$ cat config.mk
export PLATFORM = sky130hd
export DESIGN_NAME = pulse_transmitter
export DESIGN_NICKNAME = d
export VERILOG_FILES = /design/src/hdl/ptx_pkg.sv /design/src/hdl/ptx_cfg_if.sv /design/src/hdl/ptx_regs.sv /design/src/hdl/ptx_sequencer.sv /design/src/hdl/ptx_output.sv /design/src/hdl/pulse_transmitter.sv
export SDC_FILE = /design/constraint.sdc
export NUM_CORES = 1
export LEC_CHECK = 0
export ABC_AREA = 1
export BUFFER_PORTS_ARGS = -buffer_cell sky130_fd_sc_hd__buf_2
export CAP_MARGIN = 20
export CORE_MARGIN = 2
export CORE_UTILIZATION = 35
export CTS_CLUSTER_DIAMETER = 150
export DETAILED_ROUTE_END_ITERATION = 6
export GPL_TIMING_DRIVEN = 1
export PLACE_DENSITY = 0.48
export SLEW_MARGIN = 15
export SYNTH_ARGS = -nofsm -noshare
export SYNTH_HDL_FRONTEND = slang
export SYNTH_SLANG_ARGS = --single-unit
$ cat constraint.sdc
create_clock -name clk -period 11.63 [get_ports clk]
set_input_delay 2.326 -clock clk [delete_from_list [all_inputs] [get_ports clk]]
set_output_delay 2.326 -clock clk [all_outputs]
set_load 0.02 [all_outputs]
$ cat src/hdl/ptx_pkg.sv
package ptx_pkg;

    typedef logic [31:0] word_t;
    typedef logic [5:0]  addr_t;
    // Program position for pc, start, end and loopback
    typedef logic [7:0]  index_t;
    typedef logic [7:0]  duration_t;
    typedef logic [3:0]  prescale_t;
    // Upper bit is the output level, lower bit picks the duration variant
    typedef logic [1:0]  symbol_t;
    // Bit 0 timer, bit 1 loop, bit 2 end of program
    typedef logic [2:0]  irq_t;

    localparam int NUM_WORDS = 8;

    // Register map, byte addresses
    localparam addr_t REG_CTRL_ADDR  = 6'd0;
    localparam addr_t REG_INDEX_ADDR = 6'd4;
    localparam addr_t REG_DUR_ADDR   = 6'd8;
    localparam addr_t REG_TIME_ADDR  = 6'd12;
    // Program words sit at 32, 36 ... 60
    localparam addr_t MEM_BASE_ADDR  = 6'd32;

    // Control register; flags themselves live in [2:0]
    localparam int CTRL_START        = 4;
    localparam int CTRL_STOP         = 5;
    localparam int CTRL_IRQ_EN_LSB   = 8;
    localparam int CTRL_LOOP_FOREVER = 12;
    localparam int CTRL_IDLE_LEVEL   = 13;
    localparam int CTRL_INVERT       = 14;
    localparam int CTRL_CARRIER_EN   = 15;
    localparam int CTRL_USE_2BPE     = 16;
    localparam int CTRL_LOW0_LSB     = 17;
    localparam int CTRL_LOW1_LSB     = 19;
    localparam int CTRL_HIGH0_LSB    = 21;
    localparam int CTRL_HIGH1_LSB    = 23;

    // Index register
    localparam int INDEX_START_LSB      = 0;
    localparam int INDEX_END_LSB        = 8;
    localparam int INDEX_LOOPBACK_LSB   = 16;
    localparam int INDEX_LOOP_COUNT_LSB = 24;

    // Duration register, low a/b then high a/b
    localparam int DUR_LOW_A_LSB  = 0;
    localparam int DUR_LOW_B_LSB  = 8;
    localparam int DUR_HIGH_A_LSB = 16;
    localparam int DUR_HIGH_B_LSB = 24;

    // Time register, carrier half period and prescaler exponent
    localparam int TIME_CARRIER_LSB  = 0;
    localparam int TIME_PRESCALE_LSB = 16;

    // Readback word
    localparam int RD_RUNNING  = 4;
    localparam int RD_LOOP_LSB = 8;
    localparam int RD_PC_LSB   = 16;

endpackage

$ cat src/hdl/ptx_cfg_if.sv
`timescale 1ns/10ps

interface ptx_cfg_if #(
    parameter int CARRIER_WIDTH = 12,
    parameter int LOOP_WIDTH    = 8
);
    // Run control
    logic running;
    logic use_2bpe;
    logic loop_forever;
    // 1bpe mappings, first and second half of each element
    ptx_pkg::symbol_t low_map0;
    ptx_pkg::symbol_t low_map1;
    ptx_pkg::symbol_t high_map0;
    ptx_pkg::symbol_t high_map1;
    // Program bounds
    ptx_pkg::index_t start_index;
    ptx_pkg::index_t end_index;
    ptx_pkg::index_t loopback_index;
    logic [LOOP_WIDTH-1:0] loop_count;
    // Symbol timing
    ptx_pkg::duration_t dur_low_a;
    ptx_pkg::duration_t dur_low_b;
    ptx_pkg::duration_t dur_high_a;
    ptx_pkg::duration_t dur_high_b;
    ptx_pkg::prescale_t prescale;
    // Output stage
    logic idle_level;
    logic invert;
    logic carrier_en;
    logic [CARRIER_WIDTH-1:0] carrier_period;

    modport regs (
        output running, use_2bpe, loop_forever,
        output low_map0, low_map1, high_map0, high_map1,
        output start_index, end_index, loopback_index, loop_count,
        output dur_low_a, dur_low_b, dur_high_a, dur_high_b, prescale,
        output idle_level, invert, carrier_en, carrier_period
    );

    modport seq (
        input running, use_2bpe, loop_forever,
        input low_map0, low_map1, high_map0, high_map1,
        input start_index, end_index, loopback_index, loop_count,
        input dur_low_a, dur_low_b, dur_high_a, dur_high_b, prescale
    );

    modport out (
        input running, idle_level, invert, carrier_en, carrier_period
    );

endinterface

$ cat src/hdl/ptx_regs.sv
`timescale 1ns/10ps

module ptx_regs #(
    parameter int CARRIER_WIDTH = 12,
    parameter int LOOP_WIDTH    = 8
) (
    input  logic                  clk,
    input  logic                  rst_n,
    input  logic                  wr_en,
    input  ptx_pkg::addr_t        address,
    input  ptx_pkg::word_t        wr_data,
    input  logic [2:0]            word_sel,
    input  logic                  symbol_done,
    input  logic                  loop_event,
    input  logic                  program_end,
    input  ptx_pkg::index_t       pc,
    input  logic [LOOP_WIDTH-1:0] loop_counter,
    output ptx_pkg::word_t        rd_data,
    output ptx_pkg::word_t        word,
    output logic                  irq,
    ptx_cfg_if.regs               cfg
);

    localparam int IRQ_W = $bits(ptx_pkg::irq_t);

    logic ctrl_wr;
    logic index_wr;
    logic dur_wr;
    logic time_wr;
    logic mem_wr;
    ptx_pkg::irq_t events;
    ptx_pkg::irq_t flags_clr;

    // Control state
    logic running_q;
    ptx_pkg::irq_t flags_q;
    ptx_pkg::irq_t irq_en_q;
    logic loop_forever_q;
    logic idle_level_q;
    logic invert_q;
    logic carrier_en_q;
    logic use_2bpe_q;
    ptx_pkg::symbol_t low_map0_q;
    ptx_pkg::symbol_t low_map1_q;
    ptx_pkg::symbol_t high_map0_q;
    ptx_pkg::symbol_t high_map1_q;
    ptx_pkg::word_t index_q;
    ptx_pkg::word_t dur_q;
    logic [CARRIER_WIDTH-1:0] carrier_q;
    ptx_pkg::prescale_t prescale_q;

    ptx_pkg::word_t mem [ptx_pkg::NUM_WORDS];

    // Only full 32-bit writes, decoded by exact address
    assign ctrl_wr  = wr_en && (address == ptx_pkg::REG_CTRL_ADDR);
    assign index_wr = wr_en && (address == ptx_pkg::REG_INDEX_ADDR);
    assign dur_wr   = wr_en && (address == ptx_pkg::REG_DUR_ADDR);
    assign time_wr  = wr_en && (address == ptx_pkg::REG_TIME_ADDR);
    assign mem_wr   = wr_en && (address >= ptx_pkg::MEM_BASE_ADDR);

    // Enabled events, timer in bit 0
    assign events    = {program_end, loop_event, symbol_done} & irq_en_q;
    // Write 1 to clear
    assign flags_clr = ctrl_wr ? wr_data[IRQ_W-1:0] : '0;

    always_ff @(posedge clk) begin
        if (!rst_n) begin
            running_q      <= 1'b0;
            flags_q        <= '0;
            irq_en_q       <= '0;
            loop_forever_q <= 1'b0;
            idle_level_q   <= 1'b0;
            invert_q       <= 1'b0;
            carrier_en_q   <= 1'b0;
            use_2bpe_q     <= 1'b0;
            low_map0_q     <= '0;
            low_map1_q     <= '0;
            high_map0_q    <= '0;
            high_map1_q    <= '0;
            index_q        <= '0;
            dur_q          <= '0;
            carrier_q      <= '0;
            prescale_q     <= '0;
        end else begin
            flags_q <= (flags_q & ~flags_clr) | events;
            // Priority is stop, then start, then the end of program
            if (ctrl_wr && wr_data[ptx_pkg::CTRL_STOP]) begin
                running_q <= 1'b0;
            end else if (ctrl_wr && wr_data[ptx_pkg::CTRL_START]) begin
                running_q <= 1'b1;
            end else if (program_end) begin
                running_q <= 1'b0;
            end
            if (ctrl_wr) begin
                irq_en_q       <= wr_data[ptx_pkg::CTRL_IRQ_EN_LSB +: IRQ_W];
                loop_forever_q <= wr_data[ptx_pkg::CTRL_LOOP_FOREVER];
                idle_level_q   <= wr_data[ptx_pkg::CTRL_IDLE_LEVEL];
                invert_q       <= wr_data[ptx_pkg::CTRL_INVERT];
                carrier_en_q   <= wr_data[ptx_pkg::CTRL_CARRIER_EN];
                use_2bpe_q     <= wr_data[ptx_pkg::CTRL_USE_2BPE];
                low_map0_q     <= wr_data[ptx_pkg::CTRL_LOW0_LSB +: 2];
                low_map1_q     <= wr_data[ptx_pkg::CTRL_LOW1_LSB +: 2];
                high_map0_q    <= wr_data[ptx_pkg::CTRL_HIGH0_LSB +: 2];
                high_map1_q    <= wr_data[ptx_pkg::CTRL_HIGH1_LSB +: 2];
            end
            if (index_wr) begin
                index_q <= wr_data;
            end
            if (dur_wr) begin
                dur_q <= wr_data;
            end
            if (time_wr) begin
                carrier_q  <= wr_data[ptx_pkg::TIME_CARRIER_LSB +: CARRIER_WIDTH];
                prescale_q <= wr_data[ptx_pkg::TIME_PRESCALE_LSB +: 4];
            end
        end
    end

    // Program memory, word index from address bits 4:2
    always_ff @(posedge clk) begin
        if (mem_wr) begin
            mem[address[4:2]] <= wr_data;
        end
    end

    assign word = mem[word_sel];
    assign irq  = |flags_q;

    // Readback ignores the address
    always_comb begin
        rd_data = '0;
        rd_data[IRQ_W-1:0] = flags_q;
        rd_data[ptx_pkg::RD_RUNNING] = running_q;
        rd_data[ptx_pkg::RD_LOOP_LSB +: LOOP_WIDTH] = loop_counter;
        rd_data[ptx_pkg::RD_PC_LSB +: 8] = pc;
    end

    assign cfg.running        = running_q;
    assign cfg.use_2bpe       = use_2bpe_q;
    assign cfg.loop_forever   = loop_forever_q;
    assign cfg.low_map0       = low_map0_q;
    assign cfg.low_map1       = low_map1_q;
    assign cfg.high_map0      = high_map0_q;
    assign cfg.high_map1      = high_map1_q;
    assign cfg.start_index    = index_q[ptx_pkg::INDEX_START_LSB +: 8];
    assign cfg.end_index      = index_q[ptx_pkg::INDEX_END_LSB +: 8];
    assign cfg.loopback_index = index_q[ptx_pkg::INDEX_LOOPBACK_LSB +: 8];
    assign cfg.loop_count     = index_q[ptx_pkg::INDEX_LOOP_COUNT_LSB +: LOOP_WIDTH];
    assign cfg.dur_low_a      = dur_q[ptx_pkg::DUR_LOW_A_LSB +: 8];
    assign cfg.dur_low_b      = dur_q[ptx_pkg::DUR_LOW_B_LSB +: 8];
    assign cfg.dur_high_a     = dur_q[ptx_pkg::DUR_HIGH_A_LSB +: 8];
    assign cfg.dur_high_b     = dur_q[ptx_pkg::DUR_HIGH_B_LSB +: 8];
    assign cfg.prescale       = prescale_q;
    assign cfg.idle_level     = idle_level_q;
    assign cfg.invert         = invert_q;
    assign cfg.carrier_en     = carrier_en_q;
    assign cfg.carrier_period = carrier_q;

endmodule

$ cat src/hdl/ptx_sequencer.sv
`timescale 1ns/10ps

module ptx_sequencer #(
    parameter int LOOP_WIDTH = 8
) (
    input  logic                  clk,
    input  logic                  rst_n,
    ptx_cfg_if.seq                cfg,
    input  ptx_pkg::word_t        word,
    output logic [2:0]            word_sel,
    output logic                  level,
    output logic                  symbol_start,
    output logic                  symbol_done,
    output logic                  loop_event,
    output logic                  program_end,
    output ptx_pkg::index_t       pc,
    output logic [LOOP_WIDTH-1:0] loop_counter
);

    // Longest symbol is 256 << 15 cycles
    localparam int CNT_W = $bits(ptx_pkg::duration_t) + 16;

    typedef enum logic [1:0] {
        S_IDLE,
        S_FETCH,
        S_LOAD,
        S_RUN
    } state_t;

    state_t state;
    logic half;
    logic fetch_done;
    logic stage_valid;
    ptx_pkg::symbol_t stage_sym;
    ptx_pkg::symbol_t fetch_sym;
    ptx_pkg::symbol_t next_sym;
    ptx_pkg::duration_t next_dur;
    logic [CNT_W-1:0] next_len;
    logic [CNT_W-1:0] count;
    logic in_symbol;
    logic last;
    logic advance;
    logic take;
    logic step;
    logic at_end;
    logic do_loop;

    // Word holding the element at pc
    assign word_sel = pc[7:5];

    always_comb begin
        if (cfg.use_2bpe) begin
            fetch_sym = word[{pc[4:1], 1'b0} +: 2];
        end else if (word[pc[4:0]]) begin
            fetch_sym = half ? cfg.high_map1 : cfg.high_map0;
        end else begin
            fetch_sym = half ? cfg.low_map1 : cfg.low_map0;
        end
    end

    // Staged symbol goes first, otherwise bypass straight from memory
    assign next_sym = stage_valid ? stage_sym : fetch_sym;

    always_comb begin
        case (next_sym)
            2'd0:    next_dur = cfg.dur_low_a;
            2'd1:    next_dur = cfg.dur_low_b;
            2'd2:    next_dur = cfg.dur_high_a;
            default: next_dur = cfg.dur_high_b;
        endcase
    end

    assign next_len = (CNT_W'(next_dur) + CNT_W'(1)) << cfg.prescale;

    assign in_symbol   = cfg.running && (state == S_LOAD || state == S_RUN);
    assign symbol_done = in_symbol && (count == '0);
    // Nothing staged and nothing left to fetch
    assign last        = fetch_done && !stage_valid;
    assign program_end = symbol_done && last;
    assign advance     = (cfg.running && state == S_FETCH) || (symbol_done && !last);
    assign take        = (advance || (in_symbol && !stage_valid)) && !fetch_done;

    // pc moves once per element, so every other symbol in 1bpe
    assign step       = cfg.use_2bpe || half;
    assign at_end     = (pc == cfg.end_index);
    assign do_loop    = cfg.loop_forever || (loop_counter != '0);
    assign loop_event = take && step && at_end && do_loop;

    always_ff @(posedge clk) begin
        if (!rst_n) begin
            state        <= S_IDLE;
            pc           <= '0;
            loop_counter <= '0;
            half         <= 1'b0;
            fetch_done   <= 1'b0;
            stage_valid  <= 1'b0;
            symbol_start <= 1'b0;
        end else if (!cfg.running || state == S_IDLE) begin
            // Rearm at the start index
            state        <= S_FETCH;
            pc           <= cfg.start_index;
            loop_counter <= cfg.loop_count;
            half         <= 1'b0;
            fetch_done   <= 1'b0;
            stage_valid  <= 1'b0;
            symbol_start <= 1'b0;
        end else begin
            symbol_start <= advance;
            case (state)
                S_FETCH: state <= S_LOAD;
                default: state <= program_end ? S_IDLE : S_RUN;
            endcase
            if (advance && stage_valid && !take) begin
                stage_valid <= 1'b0;
            end else if (take && !advance) begin
                stage_valid <= 1'b1;
            end
            if (take) begin
                half <= ~half;
                if (step) begin
                    if (!at_end) begin
                        pc <= pc + (cfg.use_2bpe ? 8'd2 : 8'd1);
                    end else if (do_loop) begin
                        pc           <= cfg.loopback_index;
                        loop_counter <= loop_counter - 1'b1;
                    end else begin
                        // Last element fetched, let the staged symbols drain
                        fetch_done <= 1'b1;
                    end
                end
            end
        end
    end

    // Symbol payload and duration countdown
    always_ff @(posedge clk) begin
        if (take) begin
            stage_sym <= fetch_sym;
        end
        if (advance) begin
            level <= next_sym[1];
            count <= next_len - CNT_W'(1);
        end else if (in_symbol) begin
            count <= count - CNT_W'(1);
        end
    end

endmodule

$ cat src/hdl/ptx_output.sv
`timescale 1ns/10ps

module ptx_output #(
    parameter int CARRIER_WIDTH = 12
) (
    input  logic   clk,
    input  logic   rst_n,
    ptx_cfg_if.out cfg,
    input  logic   level,
    input  logic   symbol_start,
    output logic   tx_out,
    output logic   tx_valid,
    output logic   carrier_out
);

    logic level_q;
    logic [CARRIER_WIDTH-1:0] carrier_cnt;
    logic modulated;

    // Valid from the first symbol until running drops
    always_ff @(posedge clk) begin
        if (!rst_n) begin
            tx_valid <= 1'b0;
        end else begin
            tx_valid <= cfg.running && (tx_valid || symbol_start);
        end
    end

    always_ff @(posedge clk) begin
        if (symbol_start) begin
            level_q <= level;
        end
    end

    // Carrier toggles every carrier_period + 1 cycles
    // Also cleared once running drops so it goes low together with tx_valid
    always_ff @(posedge clk) begin
        if (!rst_n) begin
            carrier_cnt <= '0;
            carrier_out <= 1'b0;
        end else if (!tx_valid || !cfg.running) begin
            carrier_cnt <= '0;
            carrier_out <= 1'b0;
        end else if (carrier_cnt == cfg.carrier_period) begin
            carrier_cnt <= '0;
            carrier_out <= ~carrier_out;
        end else begin
            carrier_cnt <= carrier_cnt + 1'b1;
        end
    end

    assign modulated = cfg.carrier_en ? (level_q & carrier_out) : level_q;
    // Idle level when not valid, inversion applied last
    assign tx_out = (tx_valid ? modulated : cfg.idle_level) ^ cfg.invert;

endmodule

$ cat src/hdl/pulse_transmitter.sv
`timescale 1ns/10ps

module pulse_transmitter #(
    parameter int CARRIER_WIDTH = 12,
    parameter int LOOP_WIDTH    = 8
) (
    input  logic           clk,
    input  logic           rst_n,
    input  ptx_pkg::addr_t address,
    input  ptx_pkg::word_t data_in,
    input  logic           wr_en,
    output ptx_pkg::word_t data_out,
    output logic           irq,
    output logic           tx_out,
    output logic           tx_valid,
    output logic           carrier_out
);

    logic [2:0] word_sel;
    ptx_pkg::word_t word;
    logic symbol_done;
    logic loop_event;
    logic program_end;
    ptx_pkg::index_t pc;
    logic [LOOP_WIDTH-1:0] loop_counter;
    logic level;
    logic symbol_start;

    ptx_cfg_if #(
        .CARRIER_WIDTH(CARRIER_WIDTH),
        .LOOP_WIDTH(LOOP_WIDTH)
    ) cfg_if ();

    // Bus decode, config and program memory
    ptx_regs #(
        .CARRIER_WIDTH(CARRIER_WIDTH),
        .LOOP_WIDTH(LOOP_WIDTH)
    ) u_regs (
        .clk(clk),
        .rst_n(rst_n),
        .wr_en(wr_en),
        .address(address),
        .wr_data(data_in),
        .word_sel(word_sel),
        .symbol_done(symbol_done),
        .loop_event(loop_event),
        .program_end(program_end),
        .pc(pc),
        .loop_counter(loop_counter),
        .rd_data(data_out),
        .word(word),
        .irq(irq),
        .cfg(cfg_if)
    );

    ptx_sequencer #(
        .LOOP_WIDTH(LOOP_WIDTH)
    ) u_sequencer (
        .clk(clk),
        .rst_n(rst_n),
        .cfg(cfg_if),
        .word(word),
        .word_sel(word_sel),
        .level(level),
        .symbol_start(symbol_start),
        .symbol_done(symbol_done),
        .loop_event(loop_event),
        .program_end(program_end),
        .pc(pc),
        .loop_counter(loop_counter)
    );

    ptx_output #(
        .CARRIER_WIDTH(CARRIER_WIDTH)
    ) u_output (
        .clk(clk),
        .rst_n(rst_n),
        .cfg(cfg_if),
        .level(level),
        .symbol_start(symbol_start),
        .tx_out(tx_out),
        .tx_valid(tx_valid),
        .carrier_out(carrier_out)
    );

endmodule

# Word level (Yosys, flattened, before mapping)
# Memories as Yosys holds them, arrays and structs flattened. A register that Yosys moved wholly into a read port is not among the register bits.
# Cells that the tools add are included.
# word_totals
register_bits,164
ramBits,256
mem_count,1
# classes
addsub,6
order_cmp,2
eq_ne,11
n_shift,2
mux,33
bitwise,10
n_reduce_logical,57
# memory_table
memory,depth,width,read_ports,rd_ports_with_merged_regs,wr,line_no,text
u_regs.mem,8,32,1,1,1,ptx_regs.sv:52,ptx_pkg::word_t mem [ptx_pkg::NUM_WORDS];
# ops
cell,count
$mux W8,10
$mux W24,2
$sub A24 B1 Y24 const B,2
$shiftx A32 B6 Y2,1
$logic_not A24 Y1,1
$pmux W8 S3,1
$shl A24 B4 Y24,1
$logic_and A1 B1 Y1,22
$mux W2,8
$add A12 B1 Y12 const B,1
$eq A12 B12 Y1,1
$eq A6 B4 Y1 const B,2
$reduce_bool A2 Y1,6
$add A8 B1 Y9 const B,1
$mux W3,3
$reduce_or A3 Y1,3
$add A8 B8 Y8,1
$eq A8 B8 Y1,1
$logic_or A1 B1 Y1,8
$mux W1,8
$reduce_and A4 Y1,2
$reduce_bool A8 Y1,1
$sub A8 B1 Y8 const B,1
$logic_not A1 Y1,7
other kinds (17),27

# Depth between registers and ports, before layout
# logic_depth
ltp_word,13
mapped_depth,43

# Modules after synthesis
# From an unflattened synthesis, not the netlist that was laid out.
# unflattened
cells_unflattened,2333
hier_area_um2,20159.3
# modules_own_cells
module,n_inst,cells_per_inst,area_per_inst_um2
ptx_regs,1,1355,13994.7
ptx_sequencer,1,818,5186.2
ptx_output,1,160,978.4

# Worst setup path before layout
# No wires, ideal clock.
# synth_path
kind,flip-flop to flip-flop
startpoint,register u_sequencer.pc[1]
endpoint,register u_sequencer.count[14] (data pin)
setup_ps,256
t_arrival_ps,4144
required_time_ps,11374
slack_ps,7229
path_stages_with_launch,29
path_buffers,4
path_cell_list,dfxtp_1 -> clkbuf_1 -> clkbuf_1 -> nand2_1 -> a21oi_1 -> o21ai_1 -> inv_1 -> nand2_1 -> nand2_1 -> nand3_2 -> nand2_4 -> buf_6 -> buf_12 -> a21oi_2 -> o22ai_4 -> inv_2 -> ha_1 -> or2_2 -> nand4_1 -> nor2_1 -> nor2_2 -> ha_1 -> nand3_1 -> nor2_4 -> inv_2 -> nor3_4 -> nand2_1 -> o21bai_1 -> nand2_1
# synth_via
elab_chain_cells,11
# synth_rtl
element,line_no,text
"start, declared",ptx_sequencer.sv:16,"output ptx_pkg::index_t pc,"
"start signal, assigned",ptx_sequencer.sv:101,pc <= cfg.start_index;
"start signal, assigned",ptx_sequencer.sv:122,pc <= pc + (cfg.use_2bpe ? 8'd2 : 8'd1);
"start signal, assigned",ptx_sequencer.sv:124,pc <= cfg.loopback_index;
$bmux W1 S5,ptx_sequencer.sv:54,end else if (word[pc[4:0]]) begin
$mux W1 (not written as such),ptx_sequencer.sv:54,
$mux W2,ptx_sequencer.sv:54,
$mux W2 *,ptx_sequencer.sv:52,if (cfg.use_2bpe) begin
$mux W2 *,ptx_sequencer.sv:62,assign next_sym = stage_valid ? stage_sym : fetch_sym;
$eq A2 B2 Y1 (tied with other cells),ptx_sequencer.sv:65,case (next_sym)
$pmux W8 S3 *,ptx_sequencer.sv:65,
$add A8 B1 Y9 *,ptx_sequencer.sv:73,assign next_len = (CNT_W'(next_dur) + CNT_W'(1)) << cfg.prescale;
$shl A24 B4 Y24 *,ptx_sequencer.sv:73,
$sub A24 B1 Y24 *,ptx_sequencer.sv:142,count <= next_len - CNT_W'(1);
$mux W24 *,ptx_sequencer.sv:140,if (advance) begin
"end signal, assigned",ptx_sequencer.sv:142,
"end signal, assigned",ptx_sequencer.sv:144,count <= count - CNT_W'(1);
"end, declared",ptx_sequencer.sv:39,logic [CNT_W-1:0] count;
# Mark *: on every way between the ends. The rest lies on a longest branch, timed or not. The select of a mux whose other input is x is not followed.
# A chain may end at the register's enable or synchronous reset.

==> results.cfg <==
[status]
outcome = finished clean

[sta]
finalHoldViolCount = 0
drv_slew = 0
fmax_mhz = 154.8
max_slew_margin_pct = 31.84
whs_ns = 0.4578
finalClockSkew_ns = 0.03498
finalCritPeriodShare_pct = 55.53
finalSetupTns_ns = 0
setup_viol = 0
period_needed_ns = 6.458
worst_pin_slew_ns = 1.019
rsz0062_at_grt = no

[setup_path]
critPathMaxStageDelay_ns = 0.70
required_ns = 11.98
crit_path_top_delay_cell = buf_4
critPathBufInv = 5
crit_path_max_fanout = 63
worst-setup-path-type = register to register
start_kind = register
cpMostUsedCell = nand2_1
critPathCaptureType = register
cp.arrival_ns = 6.81
path_delay_family = simple AND/OR/NAND/NOR gates

[power]
clkPwrFrac_pct = 46.9
intPower_w = 0.002548
pwr-share-comb_pct = 3.6
total_power_w = 0.003289
ir_worst_vdd_mv = 0.1114
power.share.sequential_pct = 49.5
power_per_cell_area_nw_per_um2 = 146.5
p_leak_nw = 8.789
swShare_pct = 22.54
p_switching_w = 0.0007415

[finish]
drive_gt1_share_pct = 11.26
nNetsFinal = 2324
antenna_cells = 0
final_cell_count_no_fill = 3073
fill_cells = 5743
area_growth_pct = 12.39
final_util_pct = 39.82

[drt]
avgRoutedWirePerCell_um = 19.54
num_vias = 15370
vias_per_cell = 5.001
drtIter0Drc = 1142
ant_nets = 0
firstDrtPassIters = 7
route.detailed.drc = 0
drt_wl_total_um = 60040

[floorplanning]
rows = 87
start_util_pct = 35.43
die_x_um = 242.9
pin_count = 77
core_area_um2 = 56390
die-area_um2 = 59010
die_h_um = 242.9

[placement]
place_inst = 2980
port_buffers = 64
post-dp-hpwl_um = 37910
gp_congestion = 0.8739

[logic_synthesis]
synth_edf_count = 284
synthTopCellsByArea = edfxtp_1 43%, dfxtp_1 14%, nand2_1 9.4%
ys_seq_area_share_pct = 56.61
ys_ff_latch = 423
async_flop_share_pct = 0
synth_warnings = 0
netlist.area_leader.share_pct = 42.69
synthCells = 2244
synth_top_cell_by_area = edfxtp_1
synth_area_um2 = 19980
synth_flop_cell = edfxtp_1
synth_cell_types = 57
synth_area_per_cell_um2 = 8.903

[clock_network]
clk_latency_ns = 0.60
clockBufferDepth = 3
cts_buffers = 49
post_cts_buffers = 0
cts-root-buf = clkbuf_16
postCtsHoldBufs = 0
clkTransAtPathRegs_ns = 0.06
cts.sinks = 423
h-tree-depth = 2
ctsResizeCount = 0
cts_tree = done

[global_route]
grt_antenna_before_repair = 4
grt_first_pass_wirelength_um = 91720
grt_max_degree = 106
gr-usage-all-layers_pct = 20.39
grt-ovfl-total = 0
grt_pass1_vias = 14920

[job]
max_cap_violations = 0

[worst_hold_path]
hold_class = register to register
[area by class of cell]
| cell class | count | area [um^2] | share of cell area (%) |
|---|---|---|---|
| timing repair buffer | 89 | 528.0 | 2.352 |
| clock inverter | 26 | 239.0 | 1.064 |
| sequential | 423 | 11320 | 50.40 |
| tap | 756 | 945.9 | 4.213 |
| clock buffer | 66 | 1373 | 6.113 |
| inverter | 175 | 661.9 | 2.948 |
| multi-input combinational | 1538 | 7391 | 32.92 |
[final timing paths]
| path | from | endpoint | slack [ns] | cells past startpoint |
|---|---|---|---|---|
| setup / recovery | register | u_sequencer.count[14] | 5.17 | 35 |
| hold / removal | u_sequencer.symbol_start | u_output.tx_valid | 0.46 | 2 |
| setup reg to reg | register | u_sequencer.count[14] | 5.17 | 35 |
| hold reg to reg | u_sequencer.symbol_start | u_output.tx_valid | 0.46 | 2 |
[power by group through the flow]
stage                     logic (W)  registers, W  clock network [W]
after floorplan           0.0000622       0.00166                  0
after global placement     0.000118       0.00166                  0
after detailed placement   0.000119       0.00166                  0
after CTS                  0.000119       0.00163            0.00158
after global routing       0.000130       0.00163            0.00164
final                      0.000118       0.00163            0.00154
[Yosys cell counts, drive strengths merged, types with 17 or more instances]
cell      n
inv     169
clkbuf   50
o211ai   23
nor2    353
nand4    17
dfxtp   139
edfxtp  284
o21ai   178
buf      69
a21oi    52
nand3   260
nand2   520
xor2     41
[cell families after synthesis]
logic type               Yosys count  share of synthesized area, %
AO/OA/AOI/OAI                    283                         7.935
multiplexers                       4                        0.2004
flip-flops                       423                         56.61
XOR/XNOR                          44                         1.929
adder cells (fa/ha/maj)            7                        0.4759
other                              1                       0.01877
buffers and inverters            294                         6.945
AND/OR/NAND/NOR                 1188                         25.88
[layout by cell type (no fill, tap or decap), drive strengths merged, types with 17 or more instances in the layout]
| master | netlist | final |
|---|---|---|
| clkinv | 6 | 24 |
| a21oi | 52 | 52 |
| edfxtp | 284 | 284 |
| clkbuf | 50 | 66 |
| nand4 | 17 | 17 |
| o21ai | 178 | 178 |
| dfxtp | 139 | 139 |
| o211ai | 23 | 23 |
| inv | 169 | 172 |
| nand2 | 520 | 520 |
| xor2 | 41 | 41 |
| nor2 | 353 | 353 |
| buf | 69 | 89 |
| nand3 | 260 | 260 |
[state kept, by name (all words and copies together) (netlist names), 3 cells and up, named ones only]
register and flops:
u_regs.flags_q 3, u_regs.index_q 32, u_regs.cfg.carrier_period 12, u_sequencer.pc 8, u_regs.irq_en_q 3, u_regs.cfg.prescale 4
u_regs.dur_q 32, u_sequencer.count 24, u_output.carrier_cnt 12, u_sequencer.loop_counter 8, u_regs.mem 256
[stage by stage]
step           setup WS (ns)  instance area [um^2]
3_5_place_dp           5.151                 20820
3_3_place_gp           5.265                 20820
4_1_cts                5.146                 22430
5_1_grt                4.427                 22450
2_1_floorplan          7.229                 20020
6_report               5.172                 22450
[layer usage]
layer  track usage (%)  wire, um  vias to the layer above
met3             3.826      3170                       68
met1             28.15     27880                     7380
met4             5.576      1481                        0
li1                  -         -                     7547
met5                 0         0                        -
met2             32.76     27500                      374
[worst register-to-register path: cells and delay by family (launching register included)]
family / cells / cell delay (ns)
adder cells (fa/ha/maj): 2 / 0.50
flip-flops: 1 / 0.30
buffers and inverters: 5 / 1.71
AO/OA/AOI/OAI: 2 / 0.25
AND/OR/NAND/NOR: 26 / 3.47
(Power assumes the default switching activity.)
